$ cat src/common/audio_defs.svh
`ifndef AUDIO_DEFS_SVH
`define AUDIO_DEFS_SVH

// Number of voice fetchers. The arbiter and the mixer scale with it (1 to 8).
`define VOICES 4

// Each block is 2**6 = 64 chunks of 8 bytes, so 512 bytes per block.
`define BLOCK_CHUNKS_LOG2 6

// Block base address width, in units of whole blocks.
`define BASE_W 23

// Full chunk address on the memory port: 23 + 6 = 29 bits.
`define MEM_ADDR_W (`BASE_W + `BLOCK_CHUNKS_LOG2)

// System clocks per half period of the I2S bit clock.
`define BCLK_DIV 4

`endif
$ cat src/common/audio_pkg.sv
package audio_pkg;

	// ############################################################
	// Sample and chunk types
	// ############################################################

	// One stereo sample pair as it is played out.
	// Left sits in the upper half of the 32-bit word.
	typedef struct packed {
		logic signed [15:0] left;  // Left channel, two's complement.
		logic signed [15:0] right; // Right channel, two's complement.
	} stereo_frame_t;

	// A 64-bit memory word holds two stereo frames.
	// The memory side only sees the raw word, while the mixer picks it apart
	// into frames. Frame 0 is in the low 32 bits and is played first.
	typedef union packed {
		logic [63:0]              raw;    // Word exactly as read from DDR3.
		stereo_frame_t [1:0]      frames; // Two frames, index 0 played first.
	} chunk_t;

endpackage : audio_pkg

$ cat src/source/i2s_transmitter.sv
`include "audio_defs.svh"

module i2s_transmitter import audio_pkg::*; (
	input  logic          clock,
	input  logic          reset_l,

	input  stereo_frame_t frame_in,  // Mixed frame, valid after frame_req.
	output logic          frame_req, // Pulses once per word-clock period.

	output logic          bclk,
	output logic          lrclk,
	output logic          sdata
);

	localparam int DIV_W = ($clog2(`BCLK_DIV) > 0) ? $clog2(`BCLK_DIV) : 1;

	logic [DIV_W-1:0] div_cnt;  // Clocks within the current bclk half period.
	logic [5:0]       bit_cnt;  // Bit slot within the 64-slot frame.
	logic [5:0]       next_bit; // Slot that starts on the next falling bclk edge.
	logic [63:0]      shift;    // Bits still to go out, MSB first.

	assign next_bit = bit_cnt + 1'b1; // Wraps from 63 back to slot 0.

	// ############################################################
	// Bit clock, word clock and data shifter
	// ############################################################

	always_ff @(posedge clock, negedge reset_l) begin
		if (!reset_l) begin
			div_cnt <= '0;
			bit_cnt <= '0;
			bclk <= 1'b0;
			lrclk <= 1'b0;
			sdata <= 1'b0;
			frame_req <= 1'b0;
			shift <= '0; // The first frame is silent.
		end else begin
			frame_req <= 1'b0;
			if (div_cnt == DIV_W'(`BCLK_DIV - 1)) begin
				div_cnt <= '0;
				bclk <= ~bclk;
				// Everything changes on the falling edge so the receiver
				// samples stable data on the rising edge.
				if (bclk) begin
					bit_cnt <= next_bit;
					lrclk <= next_bit[5];  // Low for left, high for right.
					sdata <= shift[63];    // Lags the word clock by one bit.
					if (next_bit == '0)
						// Each channel gets 32 slots, sample bits first.
						shift <= {frame_in.left, 16'd0, frame_in.right, 16'd0};
					else
						shift <= {shift[62:0], 1'b0};
					if (next_bit == 6'd63)
						frame_req <= 1'b1; // Last slot, ask for the next frame.
				end
			end else begin
				div_cnt <= div_cnt + 1'b1;
			end
		end
	end

endmodule : i2s_transmitter

$ cat config.mk
export PLATFORM = sky130hd
export DESIGN_NAME = i2s_transmitter
export DESIGN_NICKNAME = d
export VERILOG_FILES = /design/src/common/audio_pkg.sv /design/src/source/i2s_transmitter.sv
export VERILOG_INCLUDE_DIRS = /design/src /design/src/common
export SDC_FILE = /design/constraint.sdc
export NUM_CORES = 1
export LEC_CHECK = 0
export ABC_AREA = 1
export BUFFER_PORTS_ARGS = -buffer_cell sky130_fd_sc_hd__buf_4
export CAP_MARGIN = 20
export CELL_PAD_IN_SITES_DETAIL_PLACEMENT = 1
export CELL_PAD_IN_SITES_GLOBAL_PLACEMENT = 2
export CORE_MARGIN = 2
export CORE_UTILIZATION = 33
export DETAILED_ROUTE_END_ITERATION = 8
export HOLD_SLACK_MARGIN = 0.03
export PLACE_DENSITY_LB_ADDON = 0.1
export SKIP_LAST_GASP = 1
export SYNTH_ARGS = -nofsm -noshare
export SYNTH_HDL_FRONTEND = slang
export SYNTH_SLANG_ARGS = --single-unit
$ cat constraint.sdc
create_clock -name clock -period 2.1 [get_ports clock]
set_clock_uncertainty 0.1 [all_clocks]
set_input_delay 0.21 -clock clock [delete_from_list [all_inputs] [get_ports clock]]
set_output_delay 0.21 -clock clock [all_outputs]
set_load 0.05 [all_outputs]
# [Word level (Yosys, flattened, before mapping)]
# Cells that the tools add are included.
[classes] add_sub_neg=2 n_reduce_logical=2 eq_ne=2 bitwise=1 n_mux=5
[op_table] operator="$mux W64" count=1
[op_table] operator="$add A6 B1 Y6 const B" count=1
[op_table] operator="$eq A6 B6 Y1 const B" count=1
[op_table] operator="$logic_not A6 Y1" count=1
[op_table] operator="$mux W1" count=3
[op_table] operator="$add A2 B1 Y2 const B" count=1
[op_table] operator="$eq A2 B2 Y1 const B" count=1
[op_table] operator="$mux W2" count=1
[op_table] operator="$reduce_and A2 Y1" count=1
[op_table] operator="$not A1 Y1" count=1
[word_totals] output_inout_bits=4 input_bits=34 register_bits=76 elab_cells=19

# [Longest topological paths before layout]
[depth] depth_word=5 ltp_mapped=12 mapped_depth_nobuf=10

# [Worst setup path after synthesis]
# Ideal clock, no wire load.
[synth_path] kind="reg2reg" start="reg bclk" end="reg shift[16]" t_required_ns=1.868 period_less_slack_ns=1.785 path_slack_ns=0.315 t_arrival_ns=1.552 path_buffers=2 path_stages_with_launch=6 cell_sequence="dfrtp_1 nand2_1 inv_1 buf_2 buf_1 o22ai_1"
[synth_between] elab_chain_cells=1
[synth_rtl] item="start: declaration" line="i2s_transmitter.sv:10" source="output logic bclk,"
[synth_rtl] item="start signal: assignment" line="i2s_transmitter.sv:41" source="bclk <= ~bclk;"
[synth_rtl] item="$reduce_and A2 Y1 (no line)"
[synth_rtl] item="end signal: assignment" line="i2s_transmitter.sv:50" source="shift <= {frame_in.left, 16'd0, frame_in.right, 16'd0};"
[synth_rtl] item="end signal: assignment" line="i2s_transmitter.sv:52" source="shift <= {shift[62:0], 1'b0};"
[synth_rtl] item="end: declaration" line="i2s_transmitter.sv:20" source="logic [63:0] shift;"
# No other way between the ends.
# A chain may end at the register's enable or synchronous reset.

# [Worst setup path after layout]
[layout_path] start="reg bit_cnt[0]" end="reg shift[47]"
[layout_between] elab_chain_cells=3
[layout_rtl] item="start: declaration" line="i2s_transmitter.sv:18" source="logic [5:0] bit_cnt;"
[layout_rtl] item="start signal: assignment" line="i2s_transmitter.sv:45" source="bit_cnt <= next_bit;"
[layout_rtl] item="$add A6 B1 Y6" line="i2s_transmitter.sv:22" source="assign next_bit = bit_cnt + 1'b1;"
[layout_rtl] item="$logic_not A6 Y1" line="i2s_transmitter.sv:48" source="if (next_bit == '0)"
[layout_rtl] item="$mux W64" line="i2s_transmitter.sv:48"
# No other way between the ends.

==> impl_results.md <==
* Dpl ws at 0.298 ns
* Cts repair resizes at 0
* WP data required at 2.21 ns
* Clock Root Buffer: clkbuf_8
* Mapped Cells at 399
* Placed insts at 533
* Critical path capture point type: register
* Layout Utilization at 42.0%
* Starting Density at 34.1%
* Leak at 2.05 nW
* Cell Pwr Density at 697 nW/um2
* Post-synth net total at 436
* Largest net degree at the start of global routing at 49
* Worst slew pin tran at 0.441 ns
* IO buf count at 37
* Post-CTS Setup Bufs at 0
* GRT overflow at 0
* I/O pin count at 38
* Relative slew margins at 70.6%
* CTS tree: done
* First-pass GRT wire length at 13,500 um
* Dpl hpwl at 4770 um
* Total power at 2.57 mW
* Die Wd at 99.2 um
* Seq/Total Area, Yosys at 49.4%
* Post-synth EDFFs at 0
* Clock sinks at 59
* Worst VDD drop at 0.424 mV
* Crit path DAT at 1.92 ns
* RD Place Congestion at 0.722
* Syn_area_per_cell at 7.49 um2
* Outcome: complete, no violations
* CTS buffer count at 9
* Die area at 9840 um2
* Critical path launch point type: register
* FF-to-FF Start: bit_cnt[0]
* CP Cell Sequence: ha_1 -> nand2_1 -> inv_2 -> nand3_1 -> nand2_1 -> nor2_4 -> nand3_2 -> buf_12 -> nand3_1 -> o21ai_0
* Clock slew at reported path FFs at 0.07 ns
* Slowest CP cell: dfrtp_1
* Top cell type's share of synthesized area at 49.4%
* Period utilization at 86.4%
* TritonRoute pass-1 iters at 4
* R2R depth at 10
* DR WL/cell at 13.4 um
* Primary FF master, synth: dfrtp_1
* Final slew viol count at 0
* Via count at 2,615
* Drt via density at 4.75
* CP Depth at 10
* Area growth syn-to-layout at 23.2%
* Tmin final at 1.81 ns
* F_max at 551 MHz
* Reg2Reg Setup Slack at 0.29 ns
* Setup TNS at 0 ns
* Hold Fails Final Rpt at 0
* Ys async rst share at 100%
* Core area at 8760 um2
* Setup violators final at 0
* Critical path class: reg -> reg
* H-tree levels at 3
* Drt total wl at 7390 um
* Crit path max fanout at 48
* GRT Total Usage at 17.0%
* Nets at 474
* Initial DRC count at 60
* Crit-path leading delay family: simple AND/OR/NAND/NOR gates
* Largest stage delay, worst path at 0.41 ns
* RR Endpoint: shift[47]
* Layout cell share with drive strength beyond 1 at 16.3%
* Worst setup path endpoint: shift[47]
* Row cnt at 34
* Worst Hold Class: in -> reg
* YS warnings at 0
* Distinct cells, synth at 21
* Final instance count without filler cells at 550
* Synth top area cells: dfrtp_1 (49%), nand2_1 (18%), nand3_1 (8.7%)
* Clk Latency, worst-skew pair at 0.34 ns
* RSZ-0062 raised after global routing: false
* Post-route ant nets at 0
* Top-count cell post-synth: nand2_1
* Crit path launch: bit_cnt[0]
* Drt drc at 0
* Initial antenna violation count at 0
* Max-cap violation count at 0
* # diodes at 0
* Worst setup margin at 0.286 ns
* Vias in the first global route at 2,740
* Post-synthesis register bit count at 59
* Post-Syn Area at 2990 um2
* Clock Tree Buf Depth at 2
* CP Buf/Inv Count at 2
* Die Ht at 99.2 um
* Commonest cells in the netlist: nand2_1 (141), inv_1 (68), dfrtp_1 (59)
* Leading area contributor after synthesis: dfrtp_1
through the flow:
stage / area (um2) / hold slack (ns)
after floorplan: 2990 / -0.186
after global placement: 3410 / 0.0918
after detailed placement: 3410 / 0.0884
after CTS: 3680 / 0.0375
after global routing: 3680 / 0.0759
final: 3680 / 0.0539
worst min-delay path, delay by kind of cell:
kind,cells,cell delay (ns)
buf+inv,1,0.11
simple gates,1,0.05
compound gates,1,0.07
layer usage:
metal,track usage [%],vias to the layer above,routed length [um]
li1,-,1315,-
met1,23.0,1266,3740
met2,27.7,29,3390
met3,4.64,5,218
met4,3.48,0,43
met5,0,-,0
placed cells by master (no fill, tap or decap):
cell / count
nand3_1: 52
or2_2: 1
nand4_1: 33
buf_12: 2
inv_1: 68
xor2_1: 1
o22ai_1: 1
clkbuf_8: 12
dlygate4sd3_1: 1
bufinv_16: 3
clkinv_2: 1
dfrtp_1: 59
nand3_2: 1
o21ai_0: 5
nand2_1: 141
nand2_2: 1
nor2_1: 5
nor2_4: 1
inv_2: 1
ha_1: 3
buf_4: 49
o21bai_1: 1
registers in the layout, summed over array words and instances (netlist names):
signal,flops
lrclk,1
bclk,1
div_cnt,2
shift,48
bit_cnt,5
frame_req,1
sdata,1
where the power goes:
part / switching [mW] / internal [mW] / leakage (nW)
Clock: 0.462 / 0.884 / 0.133
Combinational: 0.0404 / 0.0459 / 1.25
Sequential: 0 / 1.14 / 0.669
logic make-up (layout without fill, tap and decap cells):
group	after synthesis	count (layout)	share of synthesized area (%)
compound gates	7	7	1.30
xor+xnor	1	1	0.293
fa+ha+maj	3	3	1.26
buf+inv	94	137	12.7
flops	59	59	49.4
simple gates	235	235	35.1
area by class of cell:
class | instances | area, um2
tap | 108 | 135
multi-input combinational | 246 | 1130
clock inverter | 4 | 95.1
inverter | 69 | 259
clock buffer | 12 | 165
sequential | 59 | 1480
timing repair buffer | 52 | 418
fill | 1095 | 5080
how the worst min path moves through the flow:
stage,cells past startpoint,slack (ns),start,to
after floorplan,0,-0.19,reset_l,bclk
after global routing,3,0.08,frame_in[0],shift[16]
final,3,0.05,frame_in[0],shift[16]
after global placement,1,0.09,reset_l,shift[19]
after CTS,3,0.04,frame_in[0],shift[16]
after detailed placement,1,0.09,reset_l,shift[29]
what timing repair did:
item / CTS / global route
hold endpoints to repair: 30 / 0
hold buffers: 1 / 0
setup endpoints to repair: 0 / 0
Note: power is estimated with default switching activity, not from simulation.
