==> config.mk <==
export PLATFORM = sky130hd
export DESIGN_NAME = sample_mixer
export DESIGN_NICKNAME = d
export VERILOG_FILES = /design/src/common/audio_pkg.sv /design/src/source/sample_mixer.sv
export VERILOG_INCLUDE_DIRS = /design/src /design/src/common
export SDC_FILE = /design/constraint.sdc
export NUM_CORES = 1
export LEC_CHECK = 0
export BUFFER_PORTS_ARGS = -buffer_cell sky130_fd_sc_hd__buf_2
export CORE_MARGIN = 4
export CORE_UTILIZATION = 54
export DETAILED_ROUTE_END_ITERATION = 8
export GPL_ROUTABILITY_DRIVEN = 0
export PLACE_DENSITY_LB_ADDON = 0.2
export SYNTH_ARGS = -nofsm -noshare
export SYNTH_HDL_FRONTEND = slang
export SYNTH_SLANG_ARGS = --single-unit
==> constraint.sdc <==
create_clock -name clock -period 9.7 [get_ports clock]
set_clock_uncertainty 0.1 [all_clocks]
set_input_delay 2.91 -clock clock [delete_from_list [all_inputs] [get_ports clock]]
set_output_delay 2.91 -clock clock [all_outputs]
set_load 0.1 [all_outputs]
==> src/common/audio_defs.svh <==
`ifndef AUDIO_DEFS_SVH
`define AUDIO_DEFS_SVH

// Number of voice fetchers. The arbiter and the mixer scale with it (1 to 8).
`define VOICES 4

// Each block is 2**6 = 64 chunks of 8 bytes, so 512 bytes per block.
`define BLOCK_CHUNKS_LOG2 6

// Block base address width, in units of whole blocks.
`define BASE_W 23

// Full chunk address on the memory port: 23 + 6 = 29 bits.
`define MEM_ADDR_W (`BASE_W + `BLOCK_CHUNKS_LOG2)

// System clocks per half period of the I2S bit clock.
`define BCLK_DIV 4

`endif
==> src/common/audio_pkg.sv <==
package audio_pkg;

	// ############################################################
	// Sample and chunk types
	// ############################################################

	// One stereo sample pair as it is played out.
	// Left sits in the upper half of the 32-bit word.
	typedef struct packed {
		logic signed [15:0] left;  // Left channel, two's complement.
		logic signed [15:0] right; // Right channel, two's complement.
	} stereo_frame_t;

	// A 64-bit memory word holds two stereo frames.
	// The memory side only sees the raw word, while the mixer picks it apart
	// into frames. Frame 0 is in the low 32 bits and is played first.
	typedef union packed {
		logic [63:0]              raw;    // Word exactly as read from DDR3.
		stereo_frame_t [1:0]      frames; // Two frames, index 0 played first.
	} chunk_t;

endpackage : audio_pkg

==> src/source/sample_mixer.sv <==
`include "audio_defs.svh"

module sample_mixer import audio_pkg::*; (
	input  logic                     clock,
	input  logic                     reset_l,

	// Held chunks from every fetcher.
	input  chunk_t [`VOICES-1:0]     chunk,
	input  logic   [`VOICES-1:0]     chunk_valid,
	output logic   [`VOICES-1:0]     chunk_ack,

	// Frame hand-off to the I2S transmitter.
	input  logic                     frame_req,
	output stereo_frame_t            frame_out
);

	// Enough headroom that the sum of all voices never wraps.
	localparam int ACC_W = 16 + $clog2(`VOICES) + 1;

	localparam logic signed [ACC_W-1:0] SAT_MAX = 32767;
	localparam logic signed [ACC_W-1:0] SAT_MIN = -32768;

	logic [`VOICES-1:0] half; // Which frame of each chunk plays next.

	logic signed [ACC_W-1:0] sum_left;
	logic signed [ACC_W-1:0] sum_right;

	// Clamp the wide sum back into the 16-bit signed sample range.
	function automatic logic signed [15:0] saturate(input logic signed [ACC_W-1:0] value);
		if (value > SAT_MAX)
			return 16'sh7fff;
		else if (value < SAT_MIN)
			return 16'sh8000;
		else
			return value[15:0];
	endfunction

	// ############################################################
	// Voice sum
	// ############################################################

	always_comb begin
		stereo_frame_t sel;
		sum_left = '0;
		sum_right = '0;
		for (int v = 0; v < `VOICES; v++) begin
			sel = chunk[v].frames[half[v]]; // Frame view of the held word.
			// A voice with no chunk is silent this frame.
			if (chunk_valid[v]) begin
				sum_left = sum_left + ACC_W'(sel.left);
				sum_right = sum_right + ACC_W'(sel.right);
			end
		end
	end

	// ############################################################
	// Frame output and chunk release
	// ############################################################

	always_ff @(posedge clock, negedge reset_l) begin
		if (!reset_l) begin
			half <= '0;
			chunk_ack <= '0;
			frame_out <= '0; // Silence until the first request.
		end else begin
			chunk_ack <= '0;
			if (frame_req) begin
				frame_out.left <= saturate(sum_left);
				frame_out.right <= saturate(sum_right);
				for (int v = 0; v < `VOICES; v++) begin
					// Voices without data keep their place in the chunk.
					if (chunk_valid[v]) begin
						half[v] <= ~half[v];
						chunk_ack[v] <= half[v]; // Frame 1 was just played.
					end
				end
			end
		end
	end

	// The fetcher still holds its chunk while it is being acknowledged.
	a_ack_only_valid: assert property (@(posedge clock) disable iff (!reset_l)
		(chunk_ack & ~chunk_valid) == '0);

endmodule : sample_mixer

# Yosys cells after proc, flatten, opt, wreduce, memory -nomap -nowiden
# Index checks and enable logic that the tools add are counted.
# totals
register_bits	40
output_inout_bits	36
word_cells	54
input_bits	263
# classes
bitwise_logic	4
n_reduce_logical	4
n_addsub	6
n_lt_le_gt_ge	8
muxes	25
# op_table
cell	n
two-way mux 32 bit	8
two-way mux 19 bit	8
adder 19 x 16 -> 19 bit	6
two-way mux 16 bit	4
greater-than comparator 19 x 16 -> 1 bit, second input constant	2
less-than comparator 19 x 16 -> 1 bit, second input constant	2
less-than comparator 1 x 2 -> 1 bit, second input constant	4
AND reduction 2 bit	4
two-way mux 1 bit	4
two-way mux 4 bit	1
NOT 1 bit	4

# Depth between registers and ports, before layout
# Gate-level depths: netlist of run 1.
# logic_depth
ltp_word	12
mapped_depth	37

# Least setup slack after synthesis of run 1
# Ideal clock, no wire load.
# synth_path
kind	input to register
from	input chunk[112] in the netlist's numbering
to	register frame_out[16] in the netlist's numbering
t_arrival_ns	8.631
path_buffers	2
required_ns	9.476
setup_time_ns	0.124
stages	31
setup_slack_ns	0.845
path_cell_list	mux2_2 > ha_1 > fa_1 > a211oi_1 > o21bai_1 > a21oi_1 > o21ai_1 > a21o_1 > a21oi_1 > xnor2_1 > mux2_2 > ha_1 > a21oi_1 > o21ai_0 > a21oi_1 > o21ai_0 > xor2_1 > mux2i_2 > inv_1 > ha_1 > clkbuf_1 > a21o_1 > a21o_1 > a21oi_1 > o21ai_1 > mux2i_1 > xor2_1 > nand2_1 > o311ai_2 > buf_6 > a21oi_1
# synth_via
elab_chain_cells	11
word_cells_on_any_way	12
# synth_rtl
item	line	source
start, declared	sample_mixer.sv:8	input chunk_t [`VOICES-1:0] chunk,
two-way mux 32 bit (not written as such) * (2 in series)	sample_mixer.sv:47	sel = chunk[v].frames[half[v]];
adder 19 x 16 -> 19 bit *	sample_mixer.sv:50	sum_left = sum_left + ACC_W'(sel.left);
two-way mux 19 bit *	sample_mixer.sv:49	if (chunk_valid[v]) begin
adder 19 x 16 -> 19 bit	sample_mixer.sv:50	
two-way mux 19 bit *	sample_mixer.sv:49	
adder 19 x 16 -> 19 bit	sample_mixer.sv:50	
two-way mux 19 bit *	sample_mixer.sv:49	
less-than comparator 19 x 16 -> 1 bit	sample_mixer.sv:32	else if (value < SAT_MIN)
two-way mux 16 bit	sample_mixer.sv:32	
two-way mux 16 bit *	sample_mixer.sv:30	if (value > SAT_MAX)
end, declared	sample_mixer.sv:14	output stereo_frame_t frame_out
# Mark *: on every way between the ends. The rest lies on a longest branch, timed or not. The select of a mux whose other input is x is not followed.
# A chain may end at the register's enable or synchronous reset.

# Worst setup path in the final report of run 1
# layout_path
from	input chunk_valid[0]
to	register frame_out[26] in the netlist's numbering
# layout_via
elab_chain_cells	10
word_cells_on_any_way	11
# layout_rtl
item	line	source
start, declared	sample_mixer.sv:9	input logic [`VOICES-1:0] chunk_valid,
two-way mux 19 bit *	sample_mixer.sv:49	
adder 19 x 16 -> 19 bit	sample_mixer.sv:50	
two-way mux 19 bit *	sample_mixer.sv:49	
adder 19 x 16 -> 19 bit	sample_mixer.sv:50	
two-way mux 19 bit *	sample_mixer.sv:49	
adder 19 x 16 -> 19 bit	sample_mixer.sv:50	
two-way mux 19 bit *	sample_mixer.sv:49	
less-than comparator 19 x 16 -> 1 bit	sample_mixer.sv:32	
two-way mux 16 bit	sample_mixer.sv:32	
two-way mux 16 bit *	sample_mixer.sv:30	
# Mark *: on every way between the ends. The rest lies on a longest branch, timed or not.

==> metrics.csv, run 1 <==
metric,value,unit
fillers,1444,
critical_path.max_fanout,22,
relSlewSlack,29.1,%
dpl_cell_area,0.0110,sq mm
hp-start,frame_out[15]$_DFFE_PN0P_,
reg2regPathDepth,31,
gr-total-overflow,0,
ys.flop_type,dfrtp_1,
cts_root_buf,clkbuf_16,
syn_area,0.00933,sq mm
fmax,107,MHz
yosysSeqAreaShare,10.7,%
endpoint_kind,register,
hp-class,register to register,
vias_per_cell,5.92,
die_h,139,um
min_period_over_period,96.5,%
grt_use_total,28.1,%
vias,9873,
arrival,9420,ps
totalNegativeSetupSlack,0,ps
synth_seq_cells,40,
port_buffers,298,
worst_pin_slew,1060,ps
path_delay_family,compound AO/OA/AOI/OAI gates,
area_delta_synth_final,22.8,%
synth-edff-count,0,
slowest_delay,490,ps
ff2ff_setup_slack,1900,ps
insertion_delay,290,ps
ys_types,75,
required,9770,ps
rows,47,
maxSlewViolCount,0,
rr_endpoint,frame_out[1]$_DFFE_PN0P_,
fp.dieArea,0.0194,sq mm
ios,299,
h-tree-depth,2,
stdcell_area,0.0115,sq mm
grt_pass1_wl,45.8,mm
synthArstFlopShare,100,%
post-route-drc-count,0,
crit_buf_inv,3,
clk_pin_slew,60,ps
cts_buffer_depth,2,
crit_type,input pin to register,
grt_max_degree,48,
first_pass_iters,5,
finalSetupViolCount,0,
hold_path_end,frame_out[15]$_DFFE_PN0P_,
start_util,55.7,%
cap_viol_max_count,0,
dieWidth,139,um
r2r_start,half[1]$_DFFE_PN0P_,
worst_setup_path_start_kind,input pin,
totalWireLength,29.4,mm
layout_min_cycle_time,9360,ps
numCtsBuffers,5,
coreArea,0.0168,sq mm
cts_tree,built,
hold_buffers,0,
grt_pass1_vias,9332,
cts.sinks,40,
netlist_instances,1167,
hold_viol_final,0,
run_status,"finished, final reports clean",
drtIter0Drc,609,
syn_nets,1540,
crit_slowest_cell,fa_1,
avgSynthCellArea,7.99,sq um
dp_hpwl,23.5,mm
ant_nets,0,
antenna_found_initial,1,
drive_gt1_share,35.9,%
wl_per_cell,17.6,um
fin_nets,1820,
hold_depth,1,
yosys_warnings,0,
synthesized netlist by cell type (16+ instances only):
library cell | number | area, sq um
a211oi_1 | 32 | 240
a21o_1 | 34 | 255
xnor2_1 | 63 | 552
dfrtp_1 | 40 | 1000
nor2b_1 | 37 | 231
mux2i_1 | 40 | 400
nand2_1 | 81 | 304
xor2_1 | 19 | 166
clkbuf_1 | 35 | 131
nor2_1 | 85 | 319
o21a_1 | 16 | 120
ha_1 | 104 | 1300
mux2_2 | 136 | 1530
a21oi_1 | 99 | 495
o21ai_0 | 56 | 280
nor3_1 | 18 | 90.1
inv_1 | 49 | 184
nand3_1 | 22 | 110
logic make-up after synthesis:
group / after synthesis / synth area share (%)
compound gates: 348 / 25.1
fa+ha+maj: 110 / 15.2
mux: 178 / 21.0
flops: 40 / 10.7
xor+xnor: 83 / 7.87
buf+inv: 105 / 4.56
simple gates: 303 / 15.5
placed cells by master, fill, tap and decap left out, types with 22 or more instances in the layout:
cell / instances
buf_2: 297
mux2_2: 136
ha_1: 103
a21oi_1: 96
nor2_1: 84
nand2_1: 80
xnor2_1: 63
o21ai_0: 55
inv_1: 49
mux2i_1: 39
dfrtp_1: 39
nor2b_1: 36
a21o_1: 34
buf_4: 25
a211oi_1: 23
nand3_1: 22
stage by stage:
stage | cells | hold slack, ps | utilization, % | setup slack, ps
2_1_floorplan | 1167 | 839 | - | 845
3_3_place_gp | 1653 | 390 | 65.8 | 116
3_5_place_dp | 1653 | 395 | 65.8 | -231
4_1_cts | 1660 | 412 | 66.9 | 78.0
5_1_grt | 1668 | 429 | 68.3 | -55.6
6_report | 1668 | 407 | 68.3 | 344
flip-flops by register name, indices dropped and copies added (netlist names):
name / count
chunk_ack: 4
frame_out: 32
half: 4
worst max-delay path by stage:
stage / startpoint / cells past startpoint / to
after floorplan: chunk[112] / 31 / frame_out[16]$_DFFE_PN0P_
after global placement: chunk_valid[0] / 29 / frame_out[28]$_DFFE_PN0P_
after detailed placement: chunk_valid[0] / 29 / frame_out[20]$_DFFE_PN0P_
after CTS: chunk_valid[0] / 29 / frame_out[20]$_DFFE_PN0P_
after global routing: chunk_valid[0] / 30 / frame_out[30]$_DFFE_PN0P_
final: chunk_valid[0] / 30 / frame_out[26]$_DFFE_PN0P_
what timing repair did:
action                                 CTS  global route
resized for setup                        0            32
buffers inserted                         0             5
endpoints found under the hold margin    0             0
setup endpoints to repair                0            30
cell type report:
type	count	area [sq um]	area share, %
Inverter	52	195	1.70
Antenna cell	1	2.50	0.0219
Sequential cell	40	1000	8.75
Tap cell	220	275	2.40
Clock buffer	5	125	1.09
Timing Repair Buffer	324	1700	14.9
Clock inverter	2	60.1	0.524
Multi-Input combinational cell	1024	8090	70.6
routing by layer:
layer | GRT usage [%] | wire length [um] | up-vias
li1 | - | - | 4877
met2 | 45.5 | 13100 | 430
met4 | 5.92 | 514 | 0
met1 | 39.7 | 13400 | 4532
met3 | 4.36 | 2410 | 34
met5 | 0 | 0 | -
Power of run 1 is not shown: default switching activity piles up to over one toggle a cycle in this logic, so the estimate is an artifact.
==> run 2: changes to the inputs <==
==> constraint.sdc (replaced) <==
create_clock -name clock -period 9.7 [get_ports clock]
set_clock_uncertainty 0.1 [all_clocks]
set_input_delay 2.425 -clock clock [delete_from_list [all_inputs] [get_ports clock]]
set_output_delay 2.425 -clock clock [all_outputs]
set_load 0.1 [all_outputs]
==> run 2 against run 1 <==
Clock-buffer cell count is 1 higher; sequential share of layout area rose by 0.26 points; die area did not move; via count is 2.3% lower; routed wire length shrank 3.8%; register-to-register slack got worse by 350 ps; flip-flop and latch count is the same; critical path depth up 2; global-route usage decreased by 0.50 points; first-iteration DRC count decreased by 0.16%; critical endpoint is now frame_out[3]$_DFFE_PN0P_.
==> metrics.csv, run 2 (same netlist as run 1, synthesis figures left out) <==
metric,value,unit,change
fin_cells,1651,,-1.0%
layout_commonest_cell,buf_2,,
placedCellCount,1643,,-0.60%
ff2ff_setup_slack,1550,ps,-350 ps
worst_setup_path_start_kind,input pin,,
reg2regPathDepth,31,,unchanged
grt_pass1_vias,9111,,-2.4%
fin_nets,1803,,-0.93%
grt_use_total,27.6,%,-0.50 points
run_status,"finished, final reports clean",,
fillers,1491,,+3.3%
arrival,9290,ps,-130 ps
port_buffers,298,,unchanged
fmax,108,MHz,+1.3%
ios,299,,unchanged
cts_root_buf,clkbuf_16,,
post-route-drc-count,0,,unchanged
largest_reg_flops,32,,unchanged
numCtsBuffers,5,,unchanged
totalNegativeSetupSlack,0,ps,unchanged
gr-total-overflow,0,,unchanged
min_period_over_period,95.3,%,-1.2 points
layout_common_cells,"buf_2 (298), mux2_2 (136), ha_1 (104)",,
relSlewSlack,31.7,%,+2.6 points
wl_per_cell,17.1,um,-2.8%
maxSlewViolCount,0,,unchanged
vias_per_cell,5.84,,-1.3%
endpoint_kind,register,,
cts_buffer_depth,2,,unchanged
hold_path_end,frame_out[28]$_DFFE_PN0P_,,
coreArea,0.0168,sq mm,unchanged
grt_pass1_wl,45.1,mm,-1.5%
first_pass_iters,5,,unchanged
cp_common_cell,ha_1,,
required,9750,ps,-20 ps
rr_endpoint,frame_out[3]$_DFFE_PN0P_,,
grt_setup_unrepaired,no,,
ant_nets,0,,unchanged
area_delta_synth_final,19.2,%,
die_h,139,um,unchanged
antenna_found_initial,0,,-1
layout_min_cycle_time,9240,ps,-115 ps
path_delay_family,compound AO/OA/AOI/OAI gates,,
hp-start,frame_out[28]$_DFFE_PN0P_,,
vias,9641,,-2.3%
stdcell_area,0.0111,sq mm,-2.9%
post_cts_buffers,0,,unchanged
dp_hpwl,23.0,mm,-1.9%
dieWidth,139,um,unchanged
cap_viol_max_count,0,,unchanged
drive_gt1_share,33.9,%,-2.0 points
hold_buffers,0,,unchanged
crit_buf_inv,2,,-1
dpl_cell_area,0.0109,sq mm,-0.68%
crit_slowest_cell,fa_1,,
h-tree-depth,2,,unchanged
insertion_delay,290,ps,about the same
antennaDiodeCount,0,,-1
drtIter0Drc,608,,-0.16%
finalSetupViolCount,0,,unchanged
largestRegisters,"frame_out (32), chunk_ack (4), half (4)",,
hp-class,register to register,,
cts_tree,built,,
grt_max_degree,48,,unchanged
critical_path.max_fanout,20,,-9.1%
worst_pin_slew,1020,ps,-33.1 ps
top_register,frame_out,,
cts.sinks,40,,unchanged
slowest_delay,460,ps,-30 ps
hold_depth,2,,+1
r2r_start,half[1]$_DFFE_PN0P_,,
hold_viol_final,0,,unchanged
fp.dieArea,0.0194,sq mm,unchanged
rows,47,,unchanged
clk_pin_slew,60,ps,about the same
start_util,55.7,%,unchanged
totalWireLength,28.3,mm,-3.8%
crit_type,input pin to register,,
run 2: layer usage:
metal  track usage (%)  up-vias  share of wire (%)
li1                  -     4814                  -
met1              40.0     4402                 47
met2              43.6      398                 43
met3              4.97       27                8.5
met4              4.38        0                1.2
met5                 0        -                  0
run 2: timing repair:
| item | in CTS | in global routing |
|---|---|---|
| gates resized for setup | 0 | 5 |
| endpoints found under the setup margin | 0 | 27 |
| endpoints found under the hold margin | 0 | 0 |
run 2: worst max path at each step:
stage | from | end | depth (start not counted)
2_1_floorplan | chunk[112] | frame_out[16]$_DFFE_PN0P_ | 31
3_3_place_gp | chunk_valid[0] | frame_out[5]$_DFFE_PN0P_ | 32
3_5_place_dp | chunk_valid[0] | frame_out[5]$_DFFE_PN0P_ | 32
4_1_cts | chunk_valid[0] | frame_out[5]$_DFFE_PN0P_ | 32
5_1_grt | chunk_valid[0] | frame_out[1]$_DFFE_PN0P_ | 32
6_report | chunk_valid[0] | frame_out[3]$_DFFE_PN0P_ | 32
run 2: layout make-up:
| type | count | area, sq um | share of cell area [%] |
|---|---|---|---|
| clock inverters | 2 | 16.3 | 0.146 |
| inverters | 52 | 195 | 1.76 |
| flip-flops and latches | 40 | 1000 | 9.01 |
| clock buffers | 6 | 129 | 1.16 |
| multi-input cells | 1022 | 7930 | 71.3 |
| repair buffers | 309 | 1570 | 14.2 |
| well taps | 220 | 275 | 2.48 |
run 2: per-stage QoR:
stage                     hold slack [ps]  util, %  setup WS [ps]
after floorplan                       839        -           1330
after global placement                396     65.3            363
after detailed placement              399     65.3            324
after CTS                             426     66.2            594
after global routing                  455     66.3          0.963
final                                 428     66.3            459
run 2: worst min-delay path, cell delays in order, from the launching register on:
cell,delay (ps)
dfrtp_1,350
nor2_1,40
a21oi_1,100
Power of run 2 is left out for the same reason.
