===== config.mk =====
export PLATFORM = sky130hd
export DESIGN_NAME = sample_fetcher
export DESIGN_NICKNAME = d
export VERILOG_FILES = /design/src/common/audio_pkg.sv /design/src/fetch/sample_fetcher.sv
export VERILOG_INCLUDE_DIRS = /design/src /design/src/common
export SDC_FILE = /design/constraint.sdc
export NUM_CORES = 1
export LEC_CHECK = 0
export BUFFER_PORTS_ARGS = -buffer_cell sky130_fd_sc_hd__buf_2
export CAP_MARGIN = 20
export CORE_MARGIN = 10
export CORE_UTILIZATION = 45
export DETAILED_ROUTE_END_ITERATION = 8
export PLACE_DENSITY = 0.88
export SLEW_MARGIN = 40
export SYNTH_ARGS = -nofsm -noshare
export SYNTH_HDL_FRONTEND = slang
export SYNTH_SLANG_ARGS = --single-unit
export TNS_END_PERCENT = 50

===== constraint.sdc =====
create_clock -name clock -period 4.7 [get_ports clock]
set_clock_uncertainty 0.05 [all_clocks]
set_input_delay 0 -clock clock [delete_from_list [all_inputs] [get_ports clock]]
set_output_delay 0 -clock clock [all_outputs]
set_load 0.005 [all_outputs]

===== src/common/audio_defs.svh =====
`ifndef AUDIO_DEFS_SVH
`define AUDIO_DEFS_SVH

// Number of voice fetchers. The arbiter and the mixer scale with it (1 to 8).
`define VOICES 4

// Each block is 2**6 = 64 chunks of 8 bytes, so 512 bytes per block.
`define BLOCK_CHUNKS_LOG2 6

// Block base address width, in units of whole blocks.
`define BASE_W 23

// Full chunk address on the memory port: 23 + 6 = 29 bits.
`define MEM_ADDR_W (`BASE_W + `BLOCK_CHUNKS_LOG2)

// System clocks per half period of the I2S bit clock.
`define BCLK_DIV 4

`endif

===== src/common/audio_pkg.sv =====
package audio_pkg;

	// ############################################################
	// Sample and chunk types
	// ############################################################

	// One stereo sample pair as it is played out.
	// Left sits in the upper half of the 32-bit word.
	typedef struct packed {
		logic signed [15:0] left;  // Left channel, two's complement.
		logic signed [15:0] right; // Right channel, two's complement.
	} stereo_frame_t;

	// A 64-bit memory word holds two stereo frames.
	// The memory side only sees the raw word, while the mixer picks it apart
	// into frames. Frame 0 is in the low 32 bits and is played first.
	typedef union packed {
		logic [63:0]              raw;    // Word exactly as read from DDR3.
		stereo_frame_t [1:0]      frames; // Two frames, index 0 played first.
	} chunk_t;

endpackage : audio_pkg


===== src/fetch/sample_fetcher.sv =====
`include "audio_defs.svh"

module sample_fetcher import audio_pkg::*; (
	input  logic                      clock,
	input  logic                      reset_l,

	// Shared memory read path through the arbiter.
	input  logic                      voice_ack,
	input  chunk_t                    mem_data,
	output logic [`MEM_ADDR_W-1:0]    voice_addr,
	output logic                      voice_read_en,

	// Held chunk for the mixer.
	output chunk_t                    chunk,
	output logic                      chunk_valid,
	input  logic                      chunk_ack,

	// Block base hand-off from the outside.
	input  logic [`BASE_W-1:0]        base,
	input  logic                      base_valid,
	output logic                      base_ack
);

	// ############################################################
	// State
	// ############################################################

	typedef enum logic {
		IDLE,      // Free to issue a read.
		READ_WAIT  // One read outstanding, waiting for voice_ack.
	} fetch_state_t;

	fetch_state_t state;

	logic [`BASE_W-1:0]            addr;       // Base of the block being played.
	logic                          addr_valid; // Block still has chunks left to read.
	logic [`BLOCK_CHUNKS_LOG2-1:0] chunk_addr; // Next chunk within the block.

	logic last_chunk; // The next read is the final chunk of the block.
	logic block_done; // The final chunk is being requested this cycle.

	// ############################################################
	// Request and base hand-off
	// ############################################################

	always_comb begin
		last_chunk = (chunk_addr == '1);

		// Only read when nothing is held, nothing is in flight and the block is live.
		voice_read_en = (state == IDLE) && !chunk_valid && addr_valid;
		block_done = voice_read_en && last_chunk;

		// A new base is taken once the old block has issued its last read.
		// It may also be taken in the very cycle that the last read goes out.
		base_ack = base_valid && (!addr_valid || block_done);

		voice_addr = {addr, chunk_addr}; // Chunk address within the whole memory.
	end

	// ############################################################
	// Control registers
	// ############################################################

	always_ff @(posedge clock, negedge reset_l) begin
		if (!reset_l) begin
			state <= IDLE;
			addr_valid <= 1'b0;
			chunk_addr <= '0;
			chunk_valid <= 1'b0;
		end else begin
			// The counter wraps to zero after chunk 63, ready for the next base.
			if (voice_read_en)
				chunk_addr <= chunk_addr + 1'b1;

			// A newly accepted base wins over the end of the old block.
			if (base_ack)
				addr_valid <= 1'b1;
			else if (block_done)
				addr_valid <= 1'b0;

			if (voice_ack)
				chunk_valid <= 1'b1; // Data lands with the ack.
			else if (chunk_ack)
				chunk_valid <= 1'b0; // Mixer has played both frames.

			unique case (state)
				IDLE:      if (voice_read_en) state <= READ_WAIT;
				READ_WAIT: if (voice_ack) state <= IDLE;
			endcase
		end
	end

	// Block base on accept, memory word on this voice's own ack.
	always_ff @(posedge clock) begin
		if (base_ack)
			addr <= base;
		if (voice_ack)
			chunk <= mem_data;
	end

	// The arbiter only answers a read that this voice has in flight.
	a_ack_in_wait: assert property (@(posedge clock) disable iff (!reset_l)
		voice_ack |-> (state == READ_WAIT));

endmodule : sample_fetcher


### After elaboration in Yosys (flattened, before gate mapping)

Cells that the tools add are included.

* register bits: 96
* bits in latches: 0
* memory bits (writable): 0
* bits in read-only memories: 0
* bits of input ports: 92
* output and inout port bits: 96
* memories kept: 0

* add/sub/neg operators: 1
* multiply operators: 0
* div/mod/pow operators: 0
* order comparisons: 0
* eq/ne operators: 1
* shift-type cells: 0
* muxes and demuxes: 7
* bitwise logic cells: 1
* reduce and logical (&&, ||, !) cells: 9

Operators by type and width (count)
* $add 6x1->6 const B: 1
* $eq 6x6->1 const B: 1
* $mux 1: 6
* $logic_and 1x1->1: 4
* $reduce_bool 2->1: 2
* $logic_not 1->1: 2
* $pmux 1 s2: 1
* $logic_or 1x1->1: 1
* $not 1->1: 1

### Logic depth before layout (Yosys ltp)

Gate-level depths: netlist of the first run.

* depth in word-level cells: 7
* gate-level depth with buffers: 3
* depth with buffers taken out: 3

### Worst setup path before layout of the first run

No wires, ideal clock.

* kind: reg2reg
* start point: register chunk_addr[0]
* end point: register addr[0] (enable)
* arrival time: 1.414 ns
* setup slack: 2.853 ns
* cell stages (with the launch flop): 4
* path buffers: 0
* cells stage by stage: dfrtp_1 > ha_1 > a41o_1 > and2_1

* cells in the longest elaborated chain, start to end: 4

RTL lines
* start, declared: line sample_fetcher.sv:37 `` logic [`BLOCK_CHUNKS_LOG2-1:0] chunk_addr; ``
* start signal, assigned: line sample_fetcher.sv:73 `chunk_addr <= chunk_addr + 1'b1;`
* $eq 6x6->1: line sample_fetcher.sv:47 `last_chunk = (chunk_addr == '1);`
* $logic_and 1x1->1: line sample_fetcher.sv:51 `block_done = voice_read_en && last_chunk;`
* $logic_or 1x1->1: line sample_fetcher.sv:55 `base_ack = base_valid && (!addr_valid || block_done);`
* $logic_and 1x1->1: line sample_fetcher.sv:55
* net base_ack: line sample_fetcher.sv:21 `output logic base_ack`
* end signal, assigned: line sample_fetcher.sv:96 `addr <= base;`
* end, declared: line sample_fetcher.sv:35 `` logic [`BASE_W-1:0] addr; ``

The timed path passes the listed nets, and every way through them passes these cells.
A chain may end at the register's enable or synchronous reset.

### Worst setup path after layout of the first run

* start point: register chunk_addr[2]
* end point: output port base_ack

* cells in the longest elaborated chain, start to end: 4

RTL lines (line)
* $eq 6x6->1: sample_fetcher.sv:47
* $logic_and 1x1->1: sample_fetcher.sv:51
* $logic_or 1x1->1: sample_fetcher.sv:55
* $logic_and 1x1->1: sample_fetcher.sv:55
* end, declared: sample_fetcher.sv:21

No other way between the ends.

==> results of run 1 <==
## worst register-to-register path, stage by stage, from the launching register on
cell	delay, ns
dfrtp_1	0.43
and3_1	0.22
a41o_1	0.19
and2_2	0.49
## final cells by class
type	instances	area, um^2	area share [%]
Sequential cell	96	2840	54.8
Timing Repair Buffer	279	1850	35.8
Multi-Input combinational cell	19	156	3.02
Clock buffer	9	124	2.39
Tap cell	77	96.3	1.86
Clock inverter	7	92.6	1.79
Inverter	3	11.3	0.218
Antenna cell	1	2.50	0.0484
## sequential cells by signal, summed over array words and instances, names as in the netlist
signal / count
chunk: 64
addr: 23
chunk_addr: 6
addr_valid: 1
chunk_valid: 1
state: 1
## cell usage in the layout, fill, tap and decap left out, types with 2 or more instances in the layout
cell,instances
dlygate4sd3_1,91
dfrtp_1,9
xnor2_1,4
edfxtp_1,87
nand4_1,3
clkinv_1,2
buf_2,187
clkbuf_8,9
inv_6,2
inv_1,3
bufinv_16,2
## report_power, final
group	internal [mW]	switching (mW)	leakage [nW]	total, mW
Combinational	0.144	0.104	1.21	0.248
Sequential	1.01	0.0487	0.940	1.05
Clock	0.300	0.294	0.105	0.594
Total	1.45	0.447	2.26	1.90
## per-layer routing
layer,global-route usage (%),up-vias,wire [um]
li1,-,1043,-
met2,41.8,163,6500
met3,10.0,24,1490
met4,9.13,0,274
met5,0,-,0
met1,22.5,1153,3990
## path summary, 6_finish.rpt
kind | start | endpoint | slack (ns) | cells after the start
hold / removal | mem_data[43] | chunk[43] | 0.30 | 2
hold reg to reg | chunk_addr[5] | chunk_addr[5] | 0.46 | 1
setup / recovery | chunk_addr[2] | base_ack | 2.75 | 4
min in group asynchronous | reset_l | chunk_valid | 0.58 | 3
setup reg to reg | chunk_addr[2] | addr[19] | 2.95 | 3
max in group asynchronous | reset_l | state | 3.74 | 3
## kinds of logic (layout without fill, tap and decap cells)
kind of cell	count (synthesis)	in the layout	synth area share, %
AO/OA/AOI/OAI	3	3	0.791
AND/OR/NAND/NOR	9	9	2.12
flip-flops	96	96	94.5
multiplexers	1	1	0.375
other	0	1	0
buffers and inverters	3	298	0.375
XOR/XNOR	5	5	1.46
adder cells (fa/ha/maj)	1	1	0.416
## repair_timing
action,in CTS,in global routing
hold endpoints to repair,98,0
setup buffers,0,0
hold buffers,91,0
## metrics by stage
step                      area [um^2]  instances  util [%]  hold slack [ns]
after floorplan                  3000        118         -           -0.346
after global placement           4040        383      63.0           -0.194
after detailed placement         4050        383      63.0           -0.192
after CTS                        5170        490      80.5            0.287
after global routing             5170        491      80.6            0.290
final                            5170        491      80.6            0.302
==> insert_results.sql, run 1 <==
INSERT INTO impl_metrics (metric_group, metric, value, unit) VALUES
('sta', 'layout_setup_ws', '2.75', 'ns'),
('clock_network', 'cts.path.max_buffers', '2', ''),
('die', 'rows', '29', ''),
('critical_path', 'crit_slowest_cell', 'and2_2', ''),
('die', 'initial_utilization', '46.8', '%'),
('drt', 'wl_per_cell', '25.0', 'um'),
('placed_design', 'dp.final_hpwl', '7180', 'um'),
('min_path', 'hold_path_class', 'in2reg', ''),
('drt', 'viasPerCell', '4.85', ''),
('yosys', 'post_synth_instance_area', '0.00300', 'mm^2'),
('cells_and_area', 'post_route_cells_drive_above_1_share', '49.9', '%'),
('clock_network', 'cts.repair.resized', '0', ''),
('drt', 'postRouteAntennaNets', '0', ''),
('yosys', 'netlist.top_cell.by_area', 'edfxtp_1', ''),
('die', 'die_h', '102', 'um'),
('critical_path', 'critical_path_class', 'reg2out', ''),
('clock_network', 'cts_max_level', '3', ''),
('sta', 'setup_repair_after_global_routing_missed_its_margin', 'false', ''),
('placed_design', 'gpl.final_weighted_congestion', '0.800', ''),
('run_status', 'run_status', 'finished clean', ''),
('sta', 'setup_viol_count_final', '0', ''),
('power', 'pwr_density_cell', '367', 'mW/mm^2'),
('die', 'num_io_pins', '188', ''),
('cells_and_area', 'n_fill_cell', '320', ''),
('drt', 'route.final.wire_length', '12300', 'um'),
('critical_path', 'cp_slowest_stage_delay', '0.49', 'ns'),
('yosys', 'post-synth-top-count-cell', 'edfxtp_1', ''),
('yosys', 'synth.net_count', '211', ''),
('critical_path', 'path_cells', 'and3_1 -> a41o_1 -> and2_2 -> buf_2', ''),
('yosys', 'synth-async-reset-ratio', '9.38', '%'),
('clock_network', 'clkSinkCount', '96', ''),
('global_route', 'grt_pass1_vias', '2616', ''),
('drt', 'num_vias', '2383', ''),
('yosys', 'synth.top_cells.by_area', 'edfxtp_1, dfrtp_1, xnor2_1, nand4_1, nor3b_4', ''),
('die', 'design.die.area', '0.0103', 'mm^2'),
('power', 'maximum_ir_drop_on_the_vdd_rail', '194', 'uV'),
('critical_path', 'timing.critical_path.from_type', 'flip-flop', ''),
('sta', 'maxClockFrequency', '513', 'MHz'),
('die', 'fp.dieW', '102', 'um'),
('run', 'max_cap_viol_count', '0', ''),
('sta', 'worst_slew_margin_rel', '46.1', '%'),
('global_route', 'grt_start_max_net_pins', '66', ''),
('global_route', 'grt_use_total', '23.0', '%'),
('yosys', 'synth_commonest_cells', 'edfxtp_1, dfrtp_1, xnor2_1', ''),
('placed_design', 'port-buffer-count', '187', ''),
('sta', 'timing.setup.tns', '0', 'ns'),
('sta', 'least_margin_pin_slew', '0.808', 'ns'),
('critical_path', 'path_delay_family', 'simple AND/OR/NAND/NOR gates', ''),
('clock_network', 'clock-root-buffer', 'clkbuf_8', ''),
('drt', 'drtPass1Iterations', '5', ''),
('power', 'power.total', '1.90', 'mW'),
('yosys', 'syn_avg_cell_area', '25.5', 'um^2'),
('die', 'coreArea', '0.00642', 'mm^2'),
('yosys', 'synth-warning-count', '0', ''),
('power', 'p_leak', '2.26', 'nW'),
('clock_network', 'clkLatencyLatePin', '0.35', 'ns'),
('yosys', 'portion_of_the_post_synthesis_area_used_by_sequential_elements', '94.5', '%'),
('critical_path', 'end_kind', 'primary output', ''),
('yosys', 'ys_dominant_reg_cell', 'edfxtp_1', ''),
('yosys', 'synth_cell_types', '17', ''),
('yosys', 'post_synth_inst_count', '118', ''),
('sta', 'final.period_utilization', '41.5', '%'),
('global_route', 'grt_first_pass_wirelength', '17100', 'um'),
('cells_and_area', 'final_nets', '501', ''),
('sta', 'finalCriticalPeriod', '1.95', 'ns'),
('critical_path', 'worst_ep_required_time', '4.65', 'ns'),
('clock_network', 'cts_tree', 'built', ''),
('global_route', 'global_route.overflow_total', '0', ''),
('sta', 'hold_viol_final', '0', ''),
('placed_design', 'preCtsSetupSlack', '2.96', 'ns'),
('sta', 'final_report_max_slew_violation_count', '0', ''),
('cells_and_area', 'layout-area-overhead-vs-synth', '72.3', '%'),
('critical_path', 'cp_max_fo', '24', ''),
('yosys', 'synth_edf_count', '87', ''),
('yosys', 'yosys_register_bits', '96', ''),
('critical_path', 'worst-path-buf-inv', '1', ''),
('clock_network', 'tritoncts.num_buffers', '9', ''),
('yosys', 'synth.top_cell.area_share', '87.0', '%'),
('clock_network', 'clkSlewWorstSetupHoldPaths', '0.11', 'ns'),
('drt', 'detail_route.drc_violations', '0', ''),
('drt', 'first_iter_violations', '160', ''),
('global_route', 'grt_antenna_before_repair', '1', ''),
('critical_path', 'cp.arrival', '1.90', 'ns');
(Power assumes the default switching activity.)
==> inputs of run 2 (changes only) <==
Settings changed: ABC_AREA set to 1, CORE_UTILIZATION 45 to 42, PLACE_DENSITY 0.88 to 0.83.
Clock period 4.7 ns to 1.95 ns, I/O delays scaled along.
==> insert_results.sql, run 2 <==
INSERT INTO impl_metrics (metric_group, metric, value, unit) VALUES
('run_status', 'run_status', 'finished clean', ''),
('yosys', 'synth-async-reset-ratio', '9.38', '%'),
('clock_network', 'clkLatencyLatePin', '0.34', 'ns'),
('clock_network', 'cts.path.max_buffers', '2', ''),
('yosys', 'synth_commonest_cells', 'edfxtp_1, nand2_1, dfrtp_1', ''),
('sta', 'maxClockFrequency', '545', 'MHz'),
('cells_and_area', 'final_nets', '518', ''),
('cells_and_area', 'top_register', 'chunk', ''),
('placed_design', 'dp.final_hpwl', '6550', 'um'),
('sta', 'setup_repair_after_global_routing_missed_its_margin', 'false', ''),
('yosys', 'ys_dominant_reg_cell', 'edfxtp_1', ''),
('drt', 'postRouteAntennaNets', '0', ''),
('clock_network', 'cts_tree', 'built', ''),
('clock_network', 'cts_max_level', '3', ''),
('cells_and_area', 'largest_register_ff_count', '64', ''),
('critical_path', 'cp.arrival', '1.79', 'ns'),
('die', 'die_h', '105', 'um'),
('power', 'pwr_density_cell', '825', 'mW/mm^2'),
('cells_and_area', 'final_cell_mix', 'buf_2, dlygate4sd3_1, edfxtp_1', ''),
('run', 'max_cap_viol_count', '0', ''),
('placed_design', 'gpl.final_weighted_congestion', '0.810', ''),
('cells_and_area', 'post_route_cells_drive_above_1_share', '49.5', '%'),
('sta', 'timing.setup.tns', '0', 'ns'),
('critical_path', 'cp_slowest_stage_delay', '0.43', 'ns'),
('cells_and_area', 'number_of_antenna_cells_inserted', '0', ''),
('clock_network', 'tritoncts.num_buffers', '9', ''),
('drt', 'num_vias', '2354', ''),
('cells_and_area', 'top_registers', 'chunk (64), addr (23), chunk_addr (6)', ''),
('yosys', 'syn_avg_cell_area', '22.8', 'um^2'),
('sta', 'hold_viol_final', '0', ''),
('drt', 'drtPass1Iterations', '4', ''),
('clock_network', 'clock-root-buffer', 'clkbuf_8', ''),
('critical_path', 'timing.critical_path.from_type', 'flip-flop', ''),
('sta', 'setup_viol_count_final', '0', ''),
('yosys', 'post_synth_instance_area', '0.00304', 'mm^2'),
('global_route', 'grt_pass1_vias', '2614', ''),
('sta', 'finalCriticalPeriod', '1.84', 'ns'),
('die', 'num_io_pins', '188', ''),
('global_route', 'global_route.overflow_total', '0', ''),
('critical_path', 'critical_path_class', 'reg2out', ''),
('clock_network', 'clkSinkCount', '96', ''),
('yosys', 'synth.top_cell.area_share', '86.0', '%'),
('critical_path', 'crit_slowest_cell', 'dfrtp_2', ''),
('yosys', 'synth-warning-count', '0', ''),
('die', 'fp.dieW', '105', 'um'),
('global_route', 'grt_use_total', '17.8', '%'),
('yosys', 'netlist.top_cell.by_area', 'edfxtp_1', ''),
('min_path', 'hold_path_class', 'in2reg', ''),
('yosys', 'yosys_register_bits', '96', ''),
('yosys', 'post_synth_inst_count', '133', ''),
('cells_and_area', 'layout-area-overhead-vs-synth', '72.9', '%'),
('sta', 'final_report_max_slew_violation_count', '0', ''),
('power', 'power.total', '4.33', 'mW'),
('critical_path', 'cp_max_fo', '24', ''),
('global_route', 'grt_antenna_before_repair', '0', ''),
('critical_path', 'worst_ep_required_time', '1.90', 'ns'),
('yosys', 'synth.top_cells.by_area', 'edfxtp_1, dfrtp_1, nand2_1, nand3_4, xnor2_1', ''),
('yosys', 'synth.net_count', '226', ''),
('drt', 'route.final.wire_length', '9990', 'um'),
('critical_path', 'path_cells', 'ha_1 -> nand3_1 -> nor2_1 -> nand2_2 -> a21oi_4 -> buf_12 -> buf_2', ''),
('drt', 'wl_per_cell', '19.0', 'um'),
('drt', 'first_iter_violations', '53', ''),
('drt', 'viasPerCell', '4.48', ''),
('clock_network', 'clkSlewWorstSetupHoldPaths', '0.10', 'ns'),
('die', 'design.die.area', '0.0110', 'mm^2'),
('yosys', 'synth_cell_types', '17', ''),
('cells_and_area', 'final_common_cell', 'buf_2', ''),
('sta', 'worst_slew_margin_rel', '71.1', '%'),
('cells_and_area', 'n_fill_cell', '440', ''),
('power', 'maximum_ir_drop_on_the_vdd_rail', '439', 'uV'),
('yosys', 'post-synth-top-count-cell', 'edfxtp_1', ''),
('placed_design', 'port-buffer-count', '187', ''),
('power', 'p_leak', '2.28', 'nW'),
('sta', 'final.period_utilization', '94.2', '%'),
('die', 'coreArea', '0.00691', 'mm^2'),
('die', 'rows', '30', ''),
('critical_path', 'end_kind', 'primary output', ''),
('yosys', 'synth_edf_count', '87', ''),
('drt', 'detail_route.drc_violations', '0', ''),
('global_route', 'grt_start_max_net_pins', '67', ''),
('sta', 'least_margin_pin_slew', '0.432', 'ns'),
('yosys', 'portion_of_the_post_synthesis_area_used_by_sequential_elements', '93.4', '%'),
('die', 'initial_utilization', '44.0', '%'),
('global_route', 'grt_first_pass_wirelength', '15400', 'um');
==> run 2: cell count changes in the layout (fill, tap and decap cells not counted), sizes merged, moves of 3 or more <==
cell    delta
nand2     +15
clkinv     +3
nor2       +3
nand4      -3
nand3      +4
==> run 2: logic make-up (layout without fill, tap and decap cells) <==
family                   Yosys count  in the layout  share of synthesized area (%)
AO/OA/AOI/OAI                      3              3                          0.576
AND/OR/NAND/NOR                   24             24                           3.79
flip-flops                        96             96                           93.4
buffers and inverters              5            302                          0.659
XOR/XNOR                           4              4                           1.15
adder cells (fa/ha/maj)            1              1                          0.412
==> run 2: area by class of cell <==
cell class              instances  area [um^2]  area share, %
inverters                       5         20.0          0.381
repair buffers                281         1890           36.1
clock inverters                 7         62.6           1.19
well taps                      96          120           2.29
clock buffers                   9          124           2.36
multi-input cells              32          191           3.65
flip-flops and latches         96         2840           54.1
==> run 2: critical path: cells and delay by family (launching register included) <==
family                   cells  cell delay [ns]
AND/OR/NAND/NOR              3             0.33
buffers and inverters        2             0.33
flip-flops                   1             0.43
AO/OA/AOI/OAI                1             0.15
adder cells (fa/ha/maj)      1             0.20
==> run 2: timing repair <==
action                                 CTS  global route
gates resized for setup                  0             1
setup endpoints to repair                0             1
endpoints found under the hold margin   98             0
setup buffers                            0             1
hold buffers                            91             0
==> run 2: routing by layer <==
| layer | up-vias | global-route usage (%) | share of wire [%] |
|---|---|---|---|
| li1 | 1079 | - | - |
| met1 | 1120 | 20.0 | 39 |
| met2 | 142 | 30.2 | 50 |
| met3 | 13 | 7.31 | 9.3 |
| met4 | 0 | 5.59 | 1.4 |
| met5 | - | 0 | 0 |
==> run 2: power by group <==
part	internal [mW]	switching, mW	leakage (nW)
clock network	0.580	0.649	0.0901
registers	2.41	0.0981	0.940
logic	0.344	0.246	1.25
total	3.34	0.994	2.28
==> run 2: metrics by stage <==
stage / instances / hold WS [ns] / util, % / cell area [um^2] / setup WS (ns)
after detailed placement: 418 / -0.183 / 60.0 / 4150 / 0.301
after global routing: 526 / 0.137 / 76.0 / 5250 / 0.00190
after floorplan: 133 / -0.346 / - / 3050 / 0.131
final: 526 / 0.143 / 76.0 / 5250 / 0.114
after global placement: 418 / -0.192 / 60.0 / 4150 / 0.352
after CTS: 525 / 0.134 / 75.9 / 5240 / 0.0672
==> run 2: worst paths after layout <==
kind | from | to | slack, ns | cells after the start
max | chunk_addr[0] | base_ack | 0.11 | 7
min | voice_ack | state | 0.14 | 3
max reg2reg | chunk_addr[0] | addr[20] | 0.30 | 6
min reg2reg | chunk_addr[3] | chunk_addr[3] | 0.49 | 1
max in group asynchronous | reset_l | chunk_addr[0] | 0.91 | 3
min in group asynchronous | reset_l | chunk_addr[4] | 0.61 | 3
==> inputs of run 3 (changes only) <==
Settings changed: CORE_ASPECT_RATIO set to 0.8.
==> insert_results.sql, run 3 (synthesis gave the netlist of run 2 again) <==
INSERT INTO impl_metrics (metric_group, metric, value, unit) VALUES
('critical_path', 'path_cells', 'ha_1 -> nand3_1 -> nor2_1 -> nand2_2 -> a21oi_4 -> buf_12 -> buf_2', ''),
('min_path', 'min_to', 'chunk[28]', ''),
('sta', 'final.period_utilization', '92.6', '%'),
('clock_network', 'tritoncts.num_buffers', '9', ''),
('critical_path', 'timing.critical_path.from_type', 'flip-flop', ''),
('critical_path', 'worst_r2r_startpoint', 'chunk_addr[0]', ''),
('cells_and_area', 'area_used_by_multi_input_combinational_logic', '191', 'um^2'),
('drt', 'detail_route.drc_violations', '0', ''),
('drt', 'viasPerCell', '4.51', ''),
('critical_path', 'rrSetupSlack', '0.35', 'ns'),
('cells_and_area', 'top_registers', 'chunk (64), addr (23), chunk_addr (6)', ''),
('sta', 'least_margin_pin_slew', '0.467', 'ns'),
('sta', 'finalCriticalPeriod', '1.81', 'ns'),
('die', 'fp.dieW', '115', 'um'),
('sta', 'setup_repair_after_global_routing_missed_its_margin', 'false', ''),
('power', 'power.net_switching', '1.05', 'mW'),
('clock_network', 'cts_tree', 'built', ''),
('drt', 'drtPass1Iterations', '4', ''),
('cells_and_area', 'number_of_antenna_cells_inserted', '0', ''),
('die', 'design.die.area', '0.0111', 'mm^2'),
('sta', 'worst_slew_margin_rel', '68.9', '%'),
('clock_network', 'clkLatencyLatePin', '0.35', 'ns'),
('placed_design', 'gpl.final_weighted_congestion', '0.831', ''),
('power', 'clock_power_share', '27.5', '%'),
('power', 'internal-power', '3.26', 'mW'),
('cells_and_area', 'post_route_cells_drive_above_1_share', '50.0', '%'),
('global_route', 'grt_pass1_vias', '2584', ''),
('cells_and_area', 'layout-area-overhead-vs-synth', '72.7', '%'),
('clock_network', 'cts_max_level', '3', ''),
('power', 'switching_share', '24.3', '%'),
('critical_path', 'worst-path-buf-inv', '2', ''),
('critical_path', 'critical_path_class', 'reg2out', ''),
('drt', 'first_iter_violations', '115', ''),
('cells_and_area', 'final_cell_mix', 'buf_2, dlygate4sd3_1, edfxtp_1', ''),
('min_path', 'hold_path_class', 'in2reg', ''),
('critical_path', 'end_kind', 'primary output', ''),
('critical_path', 'cp.depth', '7', ''),
('die', 'num_io_pins', '188', ''),
('drt', 'postRouteAntennaNets', '0', ''),
('die', 'die_h', '96.1', 'um'),
('placed_design', 'port-buffer-count', '187', ''),
('critical_path', 'path_delay_family', 'flip-flops', ''),
('die', 'initial_utilization', '43.7', '%'),
('cells_and_area', 'final_common_cell', 'buf_2', ''),
('sta', 'maxClockFrequency', '554', 'MHz'),
('critical_path', 'cp.arrival', '1.76', 'ns'),
('run', 'max_cap_viol_count', '0', ''),
('drt', 'route.final.wire_length', '10200', 'um'),
('power', 'combinationalPowerShare', '14.4', '%'),
('cells_and_area', 'finish.utilization', '75.4', '%'),
('critical_path', 'cp_slowest_stage_delay', '0.42', 'ns'),
('power', 'maximum_ir_drop_on_the_vdd_rail', '646', 'uV'),
('power', 'p_leak', '2.28', 'nW'),
('cells_and_area', 'final_nets', '520', ''),
('drt', 'num_vias', '2342', ''),
('cells_and_area', 'largest_register_ff_count', '64', ''),
('sta', 'hold_viol_final', '0', ''),
('global_route', 'grt_antenna_before_repair', '0', ''),
('critical_path', 'reg2reg_to', 'addr[21]', ''),
('sta', 'setup_viol_count_final', '0', ''),
('clock_network', 'clock-root-buffer', 'clkbuf_8', ''),
('run_status', 'run_status', 'finished clean', ''),
('sta', 'fin_hold_ws', '0.0658', 'ns'),
('die', 'rows', '27', ''),
('cells_and_area', 'n_fill_cell', '396', ''),
('power', 'pwr_density_cell', '822', 'mW/mm^2'),
('drt', 'wl_per_cell', '19.6', 'um'),
('global_route', 'grt_first_pass_wirelength', '14600', 'um'),
('critical_path', 'worst_ep_required_time', '1.90', 'ns'),
('critical_path', 'worst-r2r-cell-count', '6', ''),
('power', 'seqPwrFrac', '58.1', '%'),
('sta', 'timing.setup.tns', '0', 'ns'),
('global_route', 'grt_use_total', '17.6', '%'),
('clock_network', 'cts.path.max_buffers', '2', ''),
('power', 'power.total', '4.31', 'mW'),
('sta', 'final_report_max_slew_violation_count', '0', ''),
('critical_path', 'crit_slowest_cell', 'dfrtp_2', ''),
('global_route', 'grt_start_max_net_pins', '48', ''),
('cells_and_area', 'top_register', 'chunk', ''),
('global_route', 'global_route.overflow_total', '0', ''),
('clock_network', 'clkSinkCount', '96', ''),
('die', 'coreArea', '0.00696', 'mm^2'),
('cells_and_area', 'ff_latch_area', '0.00284', 'mm^2'),
('clock_network', 'clkSlewWorstSetupHoldPaths', '0.10', 'ns'),
('min_path', 'worstHoldPathCells', '1', ''),
('min_path', 'timing.hold.worst.start', 'voice_ack', ''),
('critical_path', 'cp_max_fo', '24', '');
## run 3: timing repair
item,CTS,global route
gates resized for setup,0,1
hold buffers,91,0
setup buffers,0,3
setup endpoints to repair,0,1
hold endpoints to repair,98,0
## run 3: worst max-delay path by stage
stage             startpoint       end
4_1_cts        chunk_addr[0]  base_ack
3_3_place_gp   chunk_addr[0]  addr[13]
2_1_floorplan  chunk_addr[0]   addr[0]
5_1_grt        chunk_addr[0]  base_ack
6_report       chunk_addr[0]  base_ack
3_5_place_dp   chunk_addr[0]   addr[9]
## run 3: final cells by class
class	instances	share of cell area (%)
timing repair buffer	283	36.4
multi-input combinational	32	3.65
tap	87	2.08
sequential	96	54.1
clock buffer	10	2.43
inverter	5	0.382
clock inverter	6	0.930
## run 3: power groups by stage
stage               clock network (mW)  registers (mW)  logic, mW
floorplan                            0            2.56     0.0867
global placement                     0            2.53      0.414
detailed placement                   0            2.55      0.427
CTS                               1.20            2.50      0.574
global route                      1.30            2.52      0.675
finish                            1.18            2.50      0.621
## run 3: stage by stage
| stage | setup slack (ns) | instances | area (um^2) |
|---|---|---|---|
| after floorplan | 0.131 | 133 | 3050 |
| final | 0.143 | 519 | 5250 |
| after global placement | 0.347 | 409 | 4130 |
| after detailed placement | 0.294 | 409 | 4130 |
| after global routing | 0.00282 | 519 | 5250 |
| after CTS | 0.0555 | 516 | 5220 |
## run 3: layer usage
layer	vias to the layer above	share of wire (%)	wire, um	track usage, %
met3	15	8.1	825	6.28
li1	1087	-	-	-
met2	114	56	5690	33.2
met4	0	1.7	170	6.58
met5	-	0	0	0
met1	1126	34	3490	17.6
## run 3: worst register-to-register path: cells and delay by family, from the launching register on
kind	cells	cell delay, ns
flip-flops	1	0.42
AND/OR/NAND/NOR	3	0.30
adder cells (fa/ha/maj)	1	0.20
buffers and inverters	1	0.19
AO/OA/AOI/OAI	1	0.15
